==> config.mk <==
export PLATFORM = sky130hd
export DESIGN_NAME = rtc_edit_top
export DESIGN_NICKNAME = d
export VERILOG_FILES = /design/src/rtc_edit_pkg.sv /design/src/bcd_step.sv /design/src/edit_request_bank.sv /design/src/field_value_store.sv /design/src/rtc_edit_sequencer.sv /design/src/rtc_edit_top.sv
export SDC_FILE = /design/constraint.sdc
export NUM_CORES = 1
export LEC_CHECK = 0
export ABC_AREA = 1
export BUFFER_PORTS_ARGS = -buffer_cell sky130_fd_sc_hd__buf_2
export CAP_MARGIN = 5
export CORE_MARGIN = 5
export CORE_UTILIZATION = 25
export CTS_CLUSTER_DIAMETER = 60
export DETAILED_ROUTE_END_ITERATION = 16
export PLACE_DENSITY = 0.4
export SLEW_MARGIN = 20
export SYNTH_ARGS = -nofsm -noshare
export SYNTH_HDL_FRONTEND = slang
export SYNTH_SLANG_ARGS = --single-unit
==> constraint.sdc <==
create_clock -name clk -period 2.65 [get_ports clk]
set_input_delay 0.265 -clock clk [delete_from_list [all_inputs] [get_ports clk]]
set_output_delay 0.265 -clock clk [all_outputs]
set_load 0.1 [all_outputs]
==> src/rtc_edit_pkg.sv <==
package rtc_edit_pkg;

  //////////////////////////////
  // Field and value limits
  //////////////////////////////

  // Editable time and date fields, numbered from 1
  localparam int num_fields = 10;

  // Highest legal BCD value, shared by all fields
  localparam logic [7:0] bcd_limit = 8'h59;

  //////////////////////////////
  // Chip register map
  //////////////////////////////

  // Fields 1 to 7 sit in the time block of the chip
  localparam int num_lo_fields = 7;
  localparam logic [7:0] field_addr_base_lo = 8'h21;

  // Fields 8 to 10 sit in the date block
  localparam logic [7:0] field_addr_base_hi = 8'h41;

  //////////////////////////////
  // Shared types
  //////////////////////////////

  // Field number 1 to 10, zero never used
  typedef logic [3:0] field_idx_t;

  // Step request from the user side
  typedef struct packed {
    field_idx_t field;
    logic       up;     // 0 means down
  } edit_cmd_t;

  // One register write toward the clock chip
  typedef struct packed {
    logic [7:0] addr;
    logic [7:0] data;
  } rtc_write_t;

  // Pending steps for one field
  typedef struct packed {
    logic up;
    logic down;
  } step_req_t;

endpackage

==> src/bcd_step.sv <==
`timescale 1ns/1ps

module bcd_step
  import rtc_edit_pkg::*;
(
  input  logic [7:0] value,
  input  step_req_t  req,
  output logic [7:0] result
);

  logic [3:0] tens;
  logic [3:0] units;

  assign tens  = value[7:4];
  assign units = value[3:0];

  always_comb begin
    // No request, write back unchanged
    result = value;
    if (req.up) begin
      // Up wins over down
      if (value >= bcd_limit) begin
        result = 8'h00;
      end else if (units == 4'd9) begin
        // Carry into tens
        result[7:4] = tens + 4'd1;
        result[3:0] = 4'd0;
      end else begin
        result[3:0] = units + 4'd1;
      end
    end else if (req.down) begin
      if (value == 8'h00) begin
        // Floor at zero
        result = 8'h00;
      end else if (units == 4'd0) begin
        // Borrow from tens
        result[7:4] = tens - 4'd1;
        result[3:0] = 4'd9;
      end else begin
        result[3:0] = units - 4'd1;
      end
    end
  end

endmodule

==> src/edit_request_bank.sv <==
`timescale 1ns/1ps

module edit_request_bank
  import rtc_edit_pkg::*;
(
  input  logic       clk,
  input  logic       reset,
  input  edit_cmd_t  cmd,
  input  logic       cmd_valid,
  output logic       cmd_ready,
  input  field_idx_t rd_field,
  output step_req_t  req,
  input  logic       clr_en,
  input  field_idx_t clr_field
);

  // One pair of flags per field
  logic [num_fields:1] up_q;
  logic [num_fields:1] down_q;

  logic cmd_hit;
  logic clr_hit;
  logic rd_hit;

  // Field numbers outside 1..10 are dropped
  assign cmd_hit = cmd_valid && (cmd.field >= 4'd1) && (cmd.field <= 4'(num_fields));
  assign clr_hit = clr_en && (clr_field >= 4'd1) && (clr_field <= 4'(num_fields));
  assign rd_hit  = (rd_field >= 4'd1) && (rd_field <= 4'(num_fields));

  // Always able to take a command
  assign cmd_ready = 1'b1;

  //////////////////////////////
  // Flag update
  //////////////////////////////

  always_ff @(posedge clk) begin
    if (reset) begin
      up_q   <= '0;
      down_q <= '0;
    end else begin
      if (cmd_hit) begin
        if (cmd.up) begin
          up_q[cmd.field] <= 1'b1;
        end else begin
          down_q[cmd.field] <= 1'b1;
        end
      end
      // Placed last so a clear overrides a same-cycle command
      if (clr_hit) begin
        up_q[clr_field]   <= 1'b0;
        down_q[clr_field] <= 1'b0;
      end
    end
  end

  // Read port for the field under edit
  always_comb begin
    req = '0;
    if (rd_hit) begin
      req.up   = up_q[rd_field];
      req.down = down_q[rd_field];
    end
  end

endmodule

==> src/field_value_store.sv <==
`timescale 1ns/1ps

module field_value_store
  import rtc_edit_pkg::*;
(
  input  logic       clk,
  input  logic       reset,
  input  field_idx_t rd_field,
  output logic [7:0] rd_data,
  input  logic       wr_en,
  input  field_idx_t wr_field,
  input  logic [7:0] wr_data
);

  // Shadow of the chip registers, last value written
  logic [7:0] mem [1:num_fields];

  logic wr_hit;
  logic rd_hit;

  assign wr_hit = wr_en && (wr_field >= 4'd1) && (wr_field <= 4'(num_fields));
  assign rd_hit = (rd_field >= 4'd1) && (rd_field <= 4'(num_fields));

  //////////////////////////////
  // Write port
  //////////////////////////////

  always_ff @(posedge clk) begin
    if (reset) begin
      // Chip is never read back, so start from 00
      for (int i = 1; i <= num_fields; i++) begin
        mem[i] <= 8'h00;
      end
    end else if (wr_hit) begin
      mem[wr_field] <= wr_data;
    end
  end

  //////////////////////////////
  // Read port
  //////////////////////////////

  always_comb begin
    rd_data = 8'h00;
    if (rd_hit) begin
      rd_data = mem[rd_field];
    end
  end

endmodule

==> src/rtc_edit_sequencer.sv <==
`timescale 1ns/1ps

module rtc_edit_sequencer
  import rtc_edit_pkg::*;
(
  input  logic       clk,
  input  logic       reset,
  input  logic       start,
  output logic       busy,
  output logic       done,
  output field_idx_t rd_field,
  input  logic [7:0] rd_data,
  input  step_req_t  req,
  output rtc_write_t wr,
  output logic       wr_valid,
  input  logic       wr_ready,
  output logic       st_wr_en,
  output field_idx_t st_wr_field,
  output logic [7:0] st_wr_data,
  output logic       clr_en,
  output field_idx_t clr_field
);

  typedef enum logic [1:0] {
    st_idle,
    st_read,
    st_write,
    st_finish
  } state_t;

  state_t     state;
  field_idx_t cur_field;
  logic [7:0] step_value;
  logic [7:0] field_addr;
  logic       xfer;

  // Value after the pending step
  bcd_step bcd_step_i (
    .value  (rd_data),
    .req    (req),
    .result (step_value)
  );

  //////////////////////////////
  // Register address
  //////////////////////////////

  // Time block, then date block
  always_comb begin
    if (cur_field <= 4'(num_lo_fields)) begin
      field_addr = field_addr_base_lo + 8'(cur_field) - 8'd1;
    end else begin
      field_addr = field_addr_base_hi + 8'(cur_field) - 8'(num_lo_fields + 1);
    end
  end

  // Transfer completes on this edge
  assign xfer = (state == st_write) && wr_ready;

  //////////////////////////////
  // Sweep FSM
  //////////////////////////////

  always_ff @(posedge clk) begin
    if (reset) begin
      state     <= st_idle;
      cur_field <= 4'd1;
    end else begin
      case (state)
        st_idle: begin
          // start only counts here
          if (start) begin
            cur_field <= 4'd1;
            state     <= st_read;
          end
        end
        st_read: begin
          state <= st_write;
        end
        st_write: begin
          // Hold everything until the chip side takes it
          if (wr_ready) begin
            if (cur_field == 4'(num_fields)) begin
              state <= st_finish;
            end else begin
              cur_field <= cur_field + 4'd1;
              state     <= st_read;
            end
          end
        end
        st_finish: begin
          state <= st_idle;
        end
        default: begin
          state <= st_idle;
        end
      endcase
    end
  end

  // Payload captured in the read cycle, stable through the write
  always_ff @(posedge clk) begin
    if (state == st_read) begin
      wr.addr <= field_addr;
      wr.data <= step_value;
    end
  end

  //////////////////////////////
  // Outputs
  //////////////////////////////

  assign busy     = (state == st_read) || (state == st_write);
  assign done     = (state == st_finish);
  assign wr_valid = (state == st_write);
  assign rd_field = cur_field;

  // Shadow update and request clear ride on the transfer
  assign st_wr_en    = xfer;
  assign st_wr_field = cur_field;
  assign st_wr_data  = wr.data;
  assign clr_en      = xfer;
  assign clr_field   = cur_field;

endmodule

==> src/rtc_edit_top.sv <==
`timescale 1ns/1ps

module rtc_edit_top
  import rtc_edit_pkg::*;
(
  input  logic       clk,
  input  logic       reset,
  input  edit_cmd_t  cmd,
  input  logic       cmd_valid,
  output logic       cmd_ready,
  input  logic       start,
  output logic       busy,
  output logic       done,
  output rtc_write_t wr,
  output logic       wr_valid,
  input  logic       wr_ready
);

  // Read side, driven by the sequencer
  field_idx_t rd_field;
  logic [7:0] rd_data;
  step_req_t  req;

  // Commit side
  logic       st_wr_en;
  field_idx_t st_wr_field;
  logic [7:0] st_wr_data;
  logic       clr_en;
  field_idx_t clr_field;

  edit_request_bank edit_request_bank_i (
    .clk       (clk),
    .reset     (reset),
    .cmd       (cmd),
    .cmd_valid (cmd_valid),
    .cmd_ready (cmd_ready),
    .rd_field  (rd_field),
    .req       (req),
    .clr_en    (clr_en),
    .clr_field (clr_field)
  );

  field_value_store field_value_store_i (
    .clk      (clk),
    .reset    (reset),
    .rd_field (rd_field),
    .rd_data  (rd_data),
    .wr_en    (st_wr_en),
    .wr_field (st_wr_field),
    .wr_data  (st_wr_data)
  );

  rtc_edit_sequencer rtc_edit_sequencer_i (
    .clk         (clk),
    .reset       (reset),
    .start       (start),
    .busy        (busy),
    .done        (done),
    .rd_field    (rd_field),
    .rd_data     (rd_data),
    .req         (req),
    .wr          (wr),
    .wr_valid    (wr_valid),
    .wr_ready    (wr_ready),
    .st_wr_en    (st_wr_en),
    .st_wr_field (st_wr_field),
    .st_wr_data  (st_wr_data),
    .clr_en      (clr_en),
    .clr_field   (clr_field)
  );

endmodule

After elaboration in Yosys (flattened, before gate mapping)
Memory sizes are Yosys's and may differ from the RTL's. A register that Yosys moved wholly into a read port is not among the register bits.
Cells that the tools add are included.

cells by class
  bitwise logic cells = 5
  multiplexer cells = 45
  $add $sub $neg = 9
  eq/ne operators = 8
  $lt $le $gt $ge = 10
  reduce and logical (&&, ||, !) cells = 16

operator list
  operator               number
  $mux W10               8
  $mux W8                7
  $mux W4                10
  $and A10 B10 Y10       2
  $or A10 B10 Y10        2
  $ge A4 B1 Y1 const B   4
  $add A4 B1 Y4 const B  3
  $lt A4 B5 Y1 const B   2
  $mux W1                10
  $not A10 Y10           1
  $add A7 B4 Y8 const A  1
  $bmux W1 S4            2
  $demux W1 S4           2
  $eq A4 B4 Y1 const B   2
  $ge A8 B7 Y1 const B   1
  $le A4 B4 Y1 const B   2
  $logic_and A1 B1 Y1    8
  $logic_not A8 Y1       1
  $mux W2                4
  $pmux W2 S4            1
  $pmux W4 S2            1
  $reduce_or A8 Y1       1
  $sub A4 B1 Y4 const B  2
  $sub A8 B1 Y8 const B  1
  13 further kinds       15

storage, ports and cells
  word-level logic and storage cells = 100
  register bits after elaboration = 42
  memories = 1
  bits in writable memories = 80
  input bits = 10
  output and inout port bits = 20

memories
  name                     words  bits a word  rd ports  clocked after Yosys merged registers in  wr ports  RTL line                 RTL
  field_value_store_i.mem  10     8            1         1                                        10        field_value_store.sv:16  logic [7:0] mem [1:num_fields];

Logic depth before layout (Yosys ltp)
  depth in word-level cells = 10
  gate-level depth with buffers = 18
  mapped depth without buffers = 16

Hierarchy
A second synthesis with hierarchy kept.

unflattened totals
  cell total of the unflattened synthesis = 857
  area total of the unflattened synthesis = 6981.7 sq um

by module, submodules not included
  module              cells an instance  area each (sq um)  sequential area each (sq um)  times used
  field_value_store   430                4120.2             2672.6                        1
  edit_request_bank   219                1239.9             400.4                         1
  rtc_edit_sequencer  104                1081.0             570.5                         1
  bcd_step            104                540.5              0.0                           1

Worst setup path before layout
OpenSTA, ideal clock, no wires.

  path type = register to register
  from = reg rtc_edit_sequencer_i.state[0]
  to = mem field_value_store_i.mem[11][0], enable pin
  data required time = 2.267 ns
  setup time = 0.383 ns
  cell stages (with the launch flop) = 5
  period minus slack after synthesis = 2.636 ns
  buffers on the path = 0
  path slack = 0.014 ns
  data arrival time = 2.253 ns
  cells stage by stage = dfxtp_1 > inv_1 > ha_1 > nand4_2 > nor3_1

RTL lines
  item                    RTL line                  RTL
  from (decl)             rtc_edit_sequencer.sv:31  state_t state;
  from (signal assigned)  rtc_edit_sequencer.sv:66  state <= st_idle;
  from (signal assigned)  rtc_edit_sequencer.sv:74  state <= st_read;
  from (signal assigned)  rtc_edit_sequencer.sv:78  state <= st_write;
  to (decl)               field_value_store.sv:16

==> reports/summary.log <==
qor: power_and_ir_drop.peakVddDrop 0.893 mV
qor: setup_path.worst-path-buf-inv 4
qor: sta.timing.final.max_slew_violations 0
qor: final_layout.final.fill_count 3,443
qor: sta.rsz0062_at_grt no
qor: synthesis.netlist-cell-type-count 44
qor: job.maxCapViolations 0
qor: grt.grt_start_max_net_pins 32
qor: cts.clock-root-buffer sky130_fd_sc_hd__clkbuf_16
qor: drt.drt_pre_antenna_iters 5
qor: synthesis.top_cells_by_area_synth sky130_fd_sc_hd__edfxtp_1 52%, sky130_fd_sc_hd__nand2_1 9.5%, sky130_fd_sc_hd__dfxtp_1 7.2%
qor: sta.layout_worst_path_cycle_share 92.8%
qor: setup_path.cpLargestDelayFamily simple AND/OR/NAND/NOR gates
qor: floorplan.height_of_the_die 192 um
qor: sta.hold_violations 0
qor: sta.finalSetupViolations 0
qor: setup_path.reg2reg_slack 0.19 ns
qor: synthesis.ys.warnings.count 0
qor: sta.fin_ws 0.190 ns
qor: setup_path.r2r_end rtc_edit_sequencer_i.st_wr_data[6]
qor: floorplan.initial_utilization 25.4%
qor: setup_path.cp_arrival 2.65 ns
qor: drt.drtIter0Drc 377
qor: drt.vias 6,058
qor: cts.tritoncts_clock_tree done
qor: hold_path.timing.hold.worst.class input pin to register
qor: hold_path.whs_endpoint rtc_edit_sequencer_i.state[0]
qor: sta.setup-tns-final 0 ns
qor: sta.fmax 406 MHz
qor: power_and_ir_drop.power_per_cell_area 1270 nW/um^2
qor: drt.detail_route.vias_per_cell 4.31
qor: final_layout.layout_cell_share_with_drive_strength_beyond_1 16.8%
qor: final_layout.design.final.nets 975
qor: hold_path.timing.hold.worst.start reset
qor: drt.wl_per_cell 16.7 um
qor: setup_path.worstSetupEndpointType register
qor: cts.post-cts-setup-buffers 0
qor: synthesis.netlist_area 8290 sq um
qor: placed_design.place_ws 0.192 ns
qor: placed_design.gpl.final_weighted_congestion 0.790
qor: grt.wire_length_of_the_first_global_routing_pass 37.1 mm
qor: setup_path.cp.required 2.84 ns
qor: cts.post_cts.resized_instances 0
qor: placed_design.post-dp-hpwl 16.8 mm
qor: grt.gr-usage-all-layers 13.4%
qor: sta.timing.slew.headroom 45.3%
qor: synthesis.syn-instance-count 858
qor: setup_path.timing.critical_path.cells inv_2 -> buf_4 -> nand3_1 -> nand3_1 -> nand3_1 -> nand3_2 -> inv_2 -> ha_1 -> nand2_1 -> nand2_1 -> nand3_1 -> nand2_1 -> inv_2 -> nand2_1 -> nand2_1
qor: synthesis.yosys.area.top_type sky130_fd_sc_hd__edfxtp_1
qor: synthesis.syn_avg_cell_area 9.66 sq um
qor: synthesis.synth_largest_type_area_fraction 51.8%
qor: grt.vias_in_the_first_global_route 6,293
qor: floorplan.chipWidth 192 um
qor: setup_path.peak_per_stage_delay_on_the_critical_path 0.48 ns
qor: cts.clkTransAtPathRegs 0.08 ns
qor: hold_path.hold-path-cell-count 2
qor: floorplan.rows 66
qor: cts.cts.sink_count 173
qor: final_layout.diodes 0
qor: setup_path.critPathMostFrequentCell sky130_fd_sc_hd__nand2_1
qor: setup_path.timing.reg2reg.worst_path_depth 15
qor: grt.antenna_found_initial 0
qor: cts.clk-insertion-delay-late 0.44 ns
qor: setup_path.worst_path_max_delay_cell sky130_fd_sc_hd__dfxtp_1
qor: sta.finClkSkew 0.0183 ns
qor: final_layout.syn2layout_area_growth 18.4%
qor: setup_path.setup.worst_path.class register to register
qor: drt.drtAntennaViolNets 0
qor: synthesis.number_of_register_bits_inferred_by_synthesis 173
qor: floorplan.ioPinCount 30
qor: grt.grt_overflow 0
qor: setup_path.critical_path.startpoint_type register
qor: outcome.status complete, no violations
qor: floorplan.design.core.area 32,600 sq um
qor: placed_design.buffer_ports.inserted 27
qor: drt.wl_final 23.5 mm
qor: sta.timing_worst_slew_pin_value 0.821 ns
qor: sta.layout_min_cycle_time 2.46 ns
qor: cts.cts_max_level 4
qor: cts.cts_hold_buffers 0
qor: drt.drcViolationCount 0
qor: power_and_ir_drop.power.static_leakage 3.97 nW
qor: synthesis.ys_seq_area_share 59.0%
qor: cts.cts_buffer_depth 2
qor: floorplan.die-area 36,900 sq um
qor: cts.cts_buffers 17
qor: setup_path.critical_path.max_fanout 7
-- synthesized netlist by cell type (all sizes together) --
master / number
nand4: 3
or2: 1
nor3: 7
o22ai: 2
o21ai: 15
nor2: 137
a21oi: 37
edfxtp: 143
nor3b: 1
ha: 14
buf: 30
inv: 59
o221ai: 3
clkinv: 9
xor2: 4
o211ai: 2
xnor2: 2
nand3: 135
dfxtp: 30
a211oi: 2
clkbuf: 1
o21a: 1
nand2: 216
o311a: 1
nor4: 1
conb: 2
-- per-layer routing --
metal | wire length [um] | global-route usage [%]
met5 | 0 | 0
met4 | 369 | 3.68
met3 | 705 | 2.42
met2 | 11200 | 22.3
met1 | 11200 | 17.9
-- layout by cell type (no fill, tap or decap), types with 27 or more instances in the layout --
| cell | n |
|---|---|
| sky130_fd_sc_hd__nand2_1 | 210 |
| sky130_fd_sc_hd__edfxtp_1 | 143 |
| sky130_fd_sc_hd__nor2_1 | 130 |
| sky130_fd_sc_hd__nand3_1 | 118 |
| sky130_fd_sc_hd__buf_4 | 45 |
| sky130_fd_sc_hd__inv_1 | 42 |
| sky130_fd_sc_hd__a21oi_1 | 35 |
| sky130_fd_sc_hd__conb_1 | 34 |
| sky130_fd_sc_hd__dfxtp_1 | 28 |
| sky130_fd_sc_hd__buf_2 | 27 |
-- state kept, by name (all words and copies together) (netlist names), named ones only --
name and count:
rtc_edit_sequencer_i.wr 7, rtc_edit_sequencer_i.st_wr_data 8, edit_request_bank_i.up_q 10, field_value_store_i.mem 128, edit_request_bank_i.down_q 10, rtc_edit_sequencer_i.state 2, rtc_edit_sequencer_i.clr_field 4
-- worst reg2reg max path, cell delays in order, from the launching register on --
cell and delay (ns):
sky130_fd_sc_hd__dfxtp_1 0.48, sky130_fd_sc_hd__inv_2 0.17, sky130_fd_sc_hd__buf_4 0.20, sky130_fd_sc_hd__nand3_1 0.08, sky130_fd_sc_hd__nand3_1 0.11, sky130_fd_sc_hd__nand3_1 0.20, sky130_fd_sc_hd__nand3_2 0.17, sky130_fd_sc_hd__inv_2 0.16
sky130_fd_sc_hd__ha_1 0.18, sky130_fd_sc_hd__nand2_1 0.05, sky130_fd_sc_hd__nand2_1 0.09, sky130_fd_sc_hd__nand3_1 0.07, sky130_fd_sc_hd__nand2_1 0.09, sky130_fd_sc_hd__inv_2 0.03, sky130_fd_sc_hd__nand2_1 0.06, sky130_fd_sc_hd__nand2_1 0.06
-- layout make-up --
type	count	area [sq um]	area share [%]
flip-flops and latches	173	4900	49.9
multi-input cells	618	3020	30.7
well taps	442	553	5.63
clock buffers	21	504	5.14
repair buffers	73	493	5.02
inverters	68	265	2.70
clock inverters	11	90.1	0.918
-- cells by family (layout without fill, tap and decap cells) --
group           count (synthesis)  count (layout)  share of synthesized area [%]
fa+ha+maj                      14              14                           2.11
other cells                     2              34                         0.0906
xor+xnor                        6               6                          0.634
buf+inv                        99             173                           6.05
simple gates                  501             501                           27.7
flops                         173             173                           59.0
compound gates                 63              63                           4.41
-- how the worst max path moves through the flow --
| stage | depth (start not counted) | endpoint | slack [ns] |
|---|---|---|---|
| after CTS | 15 | rtc_edit_sequencer_i.st_wr_data[6] | 0.17 |
| after global routing | 15 | rtc_edit_sequencer_i.st_wr_data[6] | 0.04 |
| final | 15 | rtc_edit_sequencer_i.st_wr_data[6] | 0.19 |
| after detailed placement | 8 | field_value_store_i.mem[4][3] | 0.19 |
| after floorplan | 4 | field_value_store_i.mem[11][0] | 0.01 |
| after global placement | 15 | rtc_edit_sequencer_i.st_wr_data[6] | 0.19 |
-- report_power, final --
group | total (W) | internal [W] | leakage (nW) | switching, W
clock | 0.00256 | 0.00140 | 0.299 | 0.00116
sequential | 0.00392 | 0.00357 | 1.67 | 0.000348
combinational | 0.00597 | 0.00156 | 2.00 | 0.00440
total | 0.0124 | 0.00653 | 3.97 | 0.00591
-- metrics by stage --
| stage | hold WS (ns) | utilization, % | std cells | total power (W) | instance area (sq um) |
|---|---|---|---|---|---|
| 2_1_floorplan | 0.334 | - | 890 | 0.00835 | 8410 |
| 4_1_cts | 0.0558 | 30.1 | 1406 | 0.0126 | 9820 |
| 5_1_grt | 0.0713 | 30.1 | 1406 | 0.0134 | 9820 |
| 6_report | 0.0670 | 30.1 | 1406 | 0.0124 | 9820 |
| 3_3_place_gp | 0.439 | 28.3 | 1374 | 0.0101 | 9220 |
| 3_5_place_dp | 0.447 | 28.3 | 1374 | 0.0100 | 9220 |
Note: power is estimated with default switching activity, not from simulation.
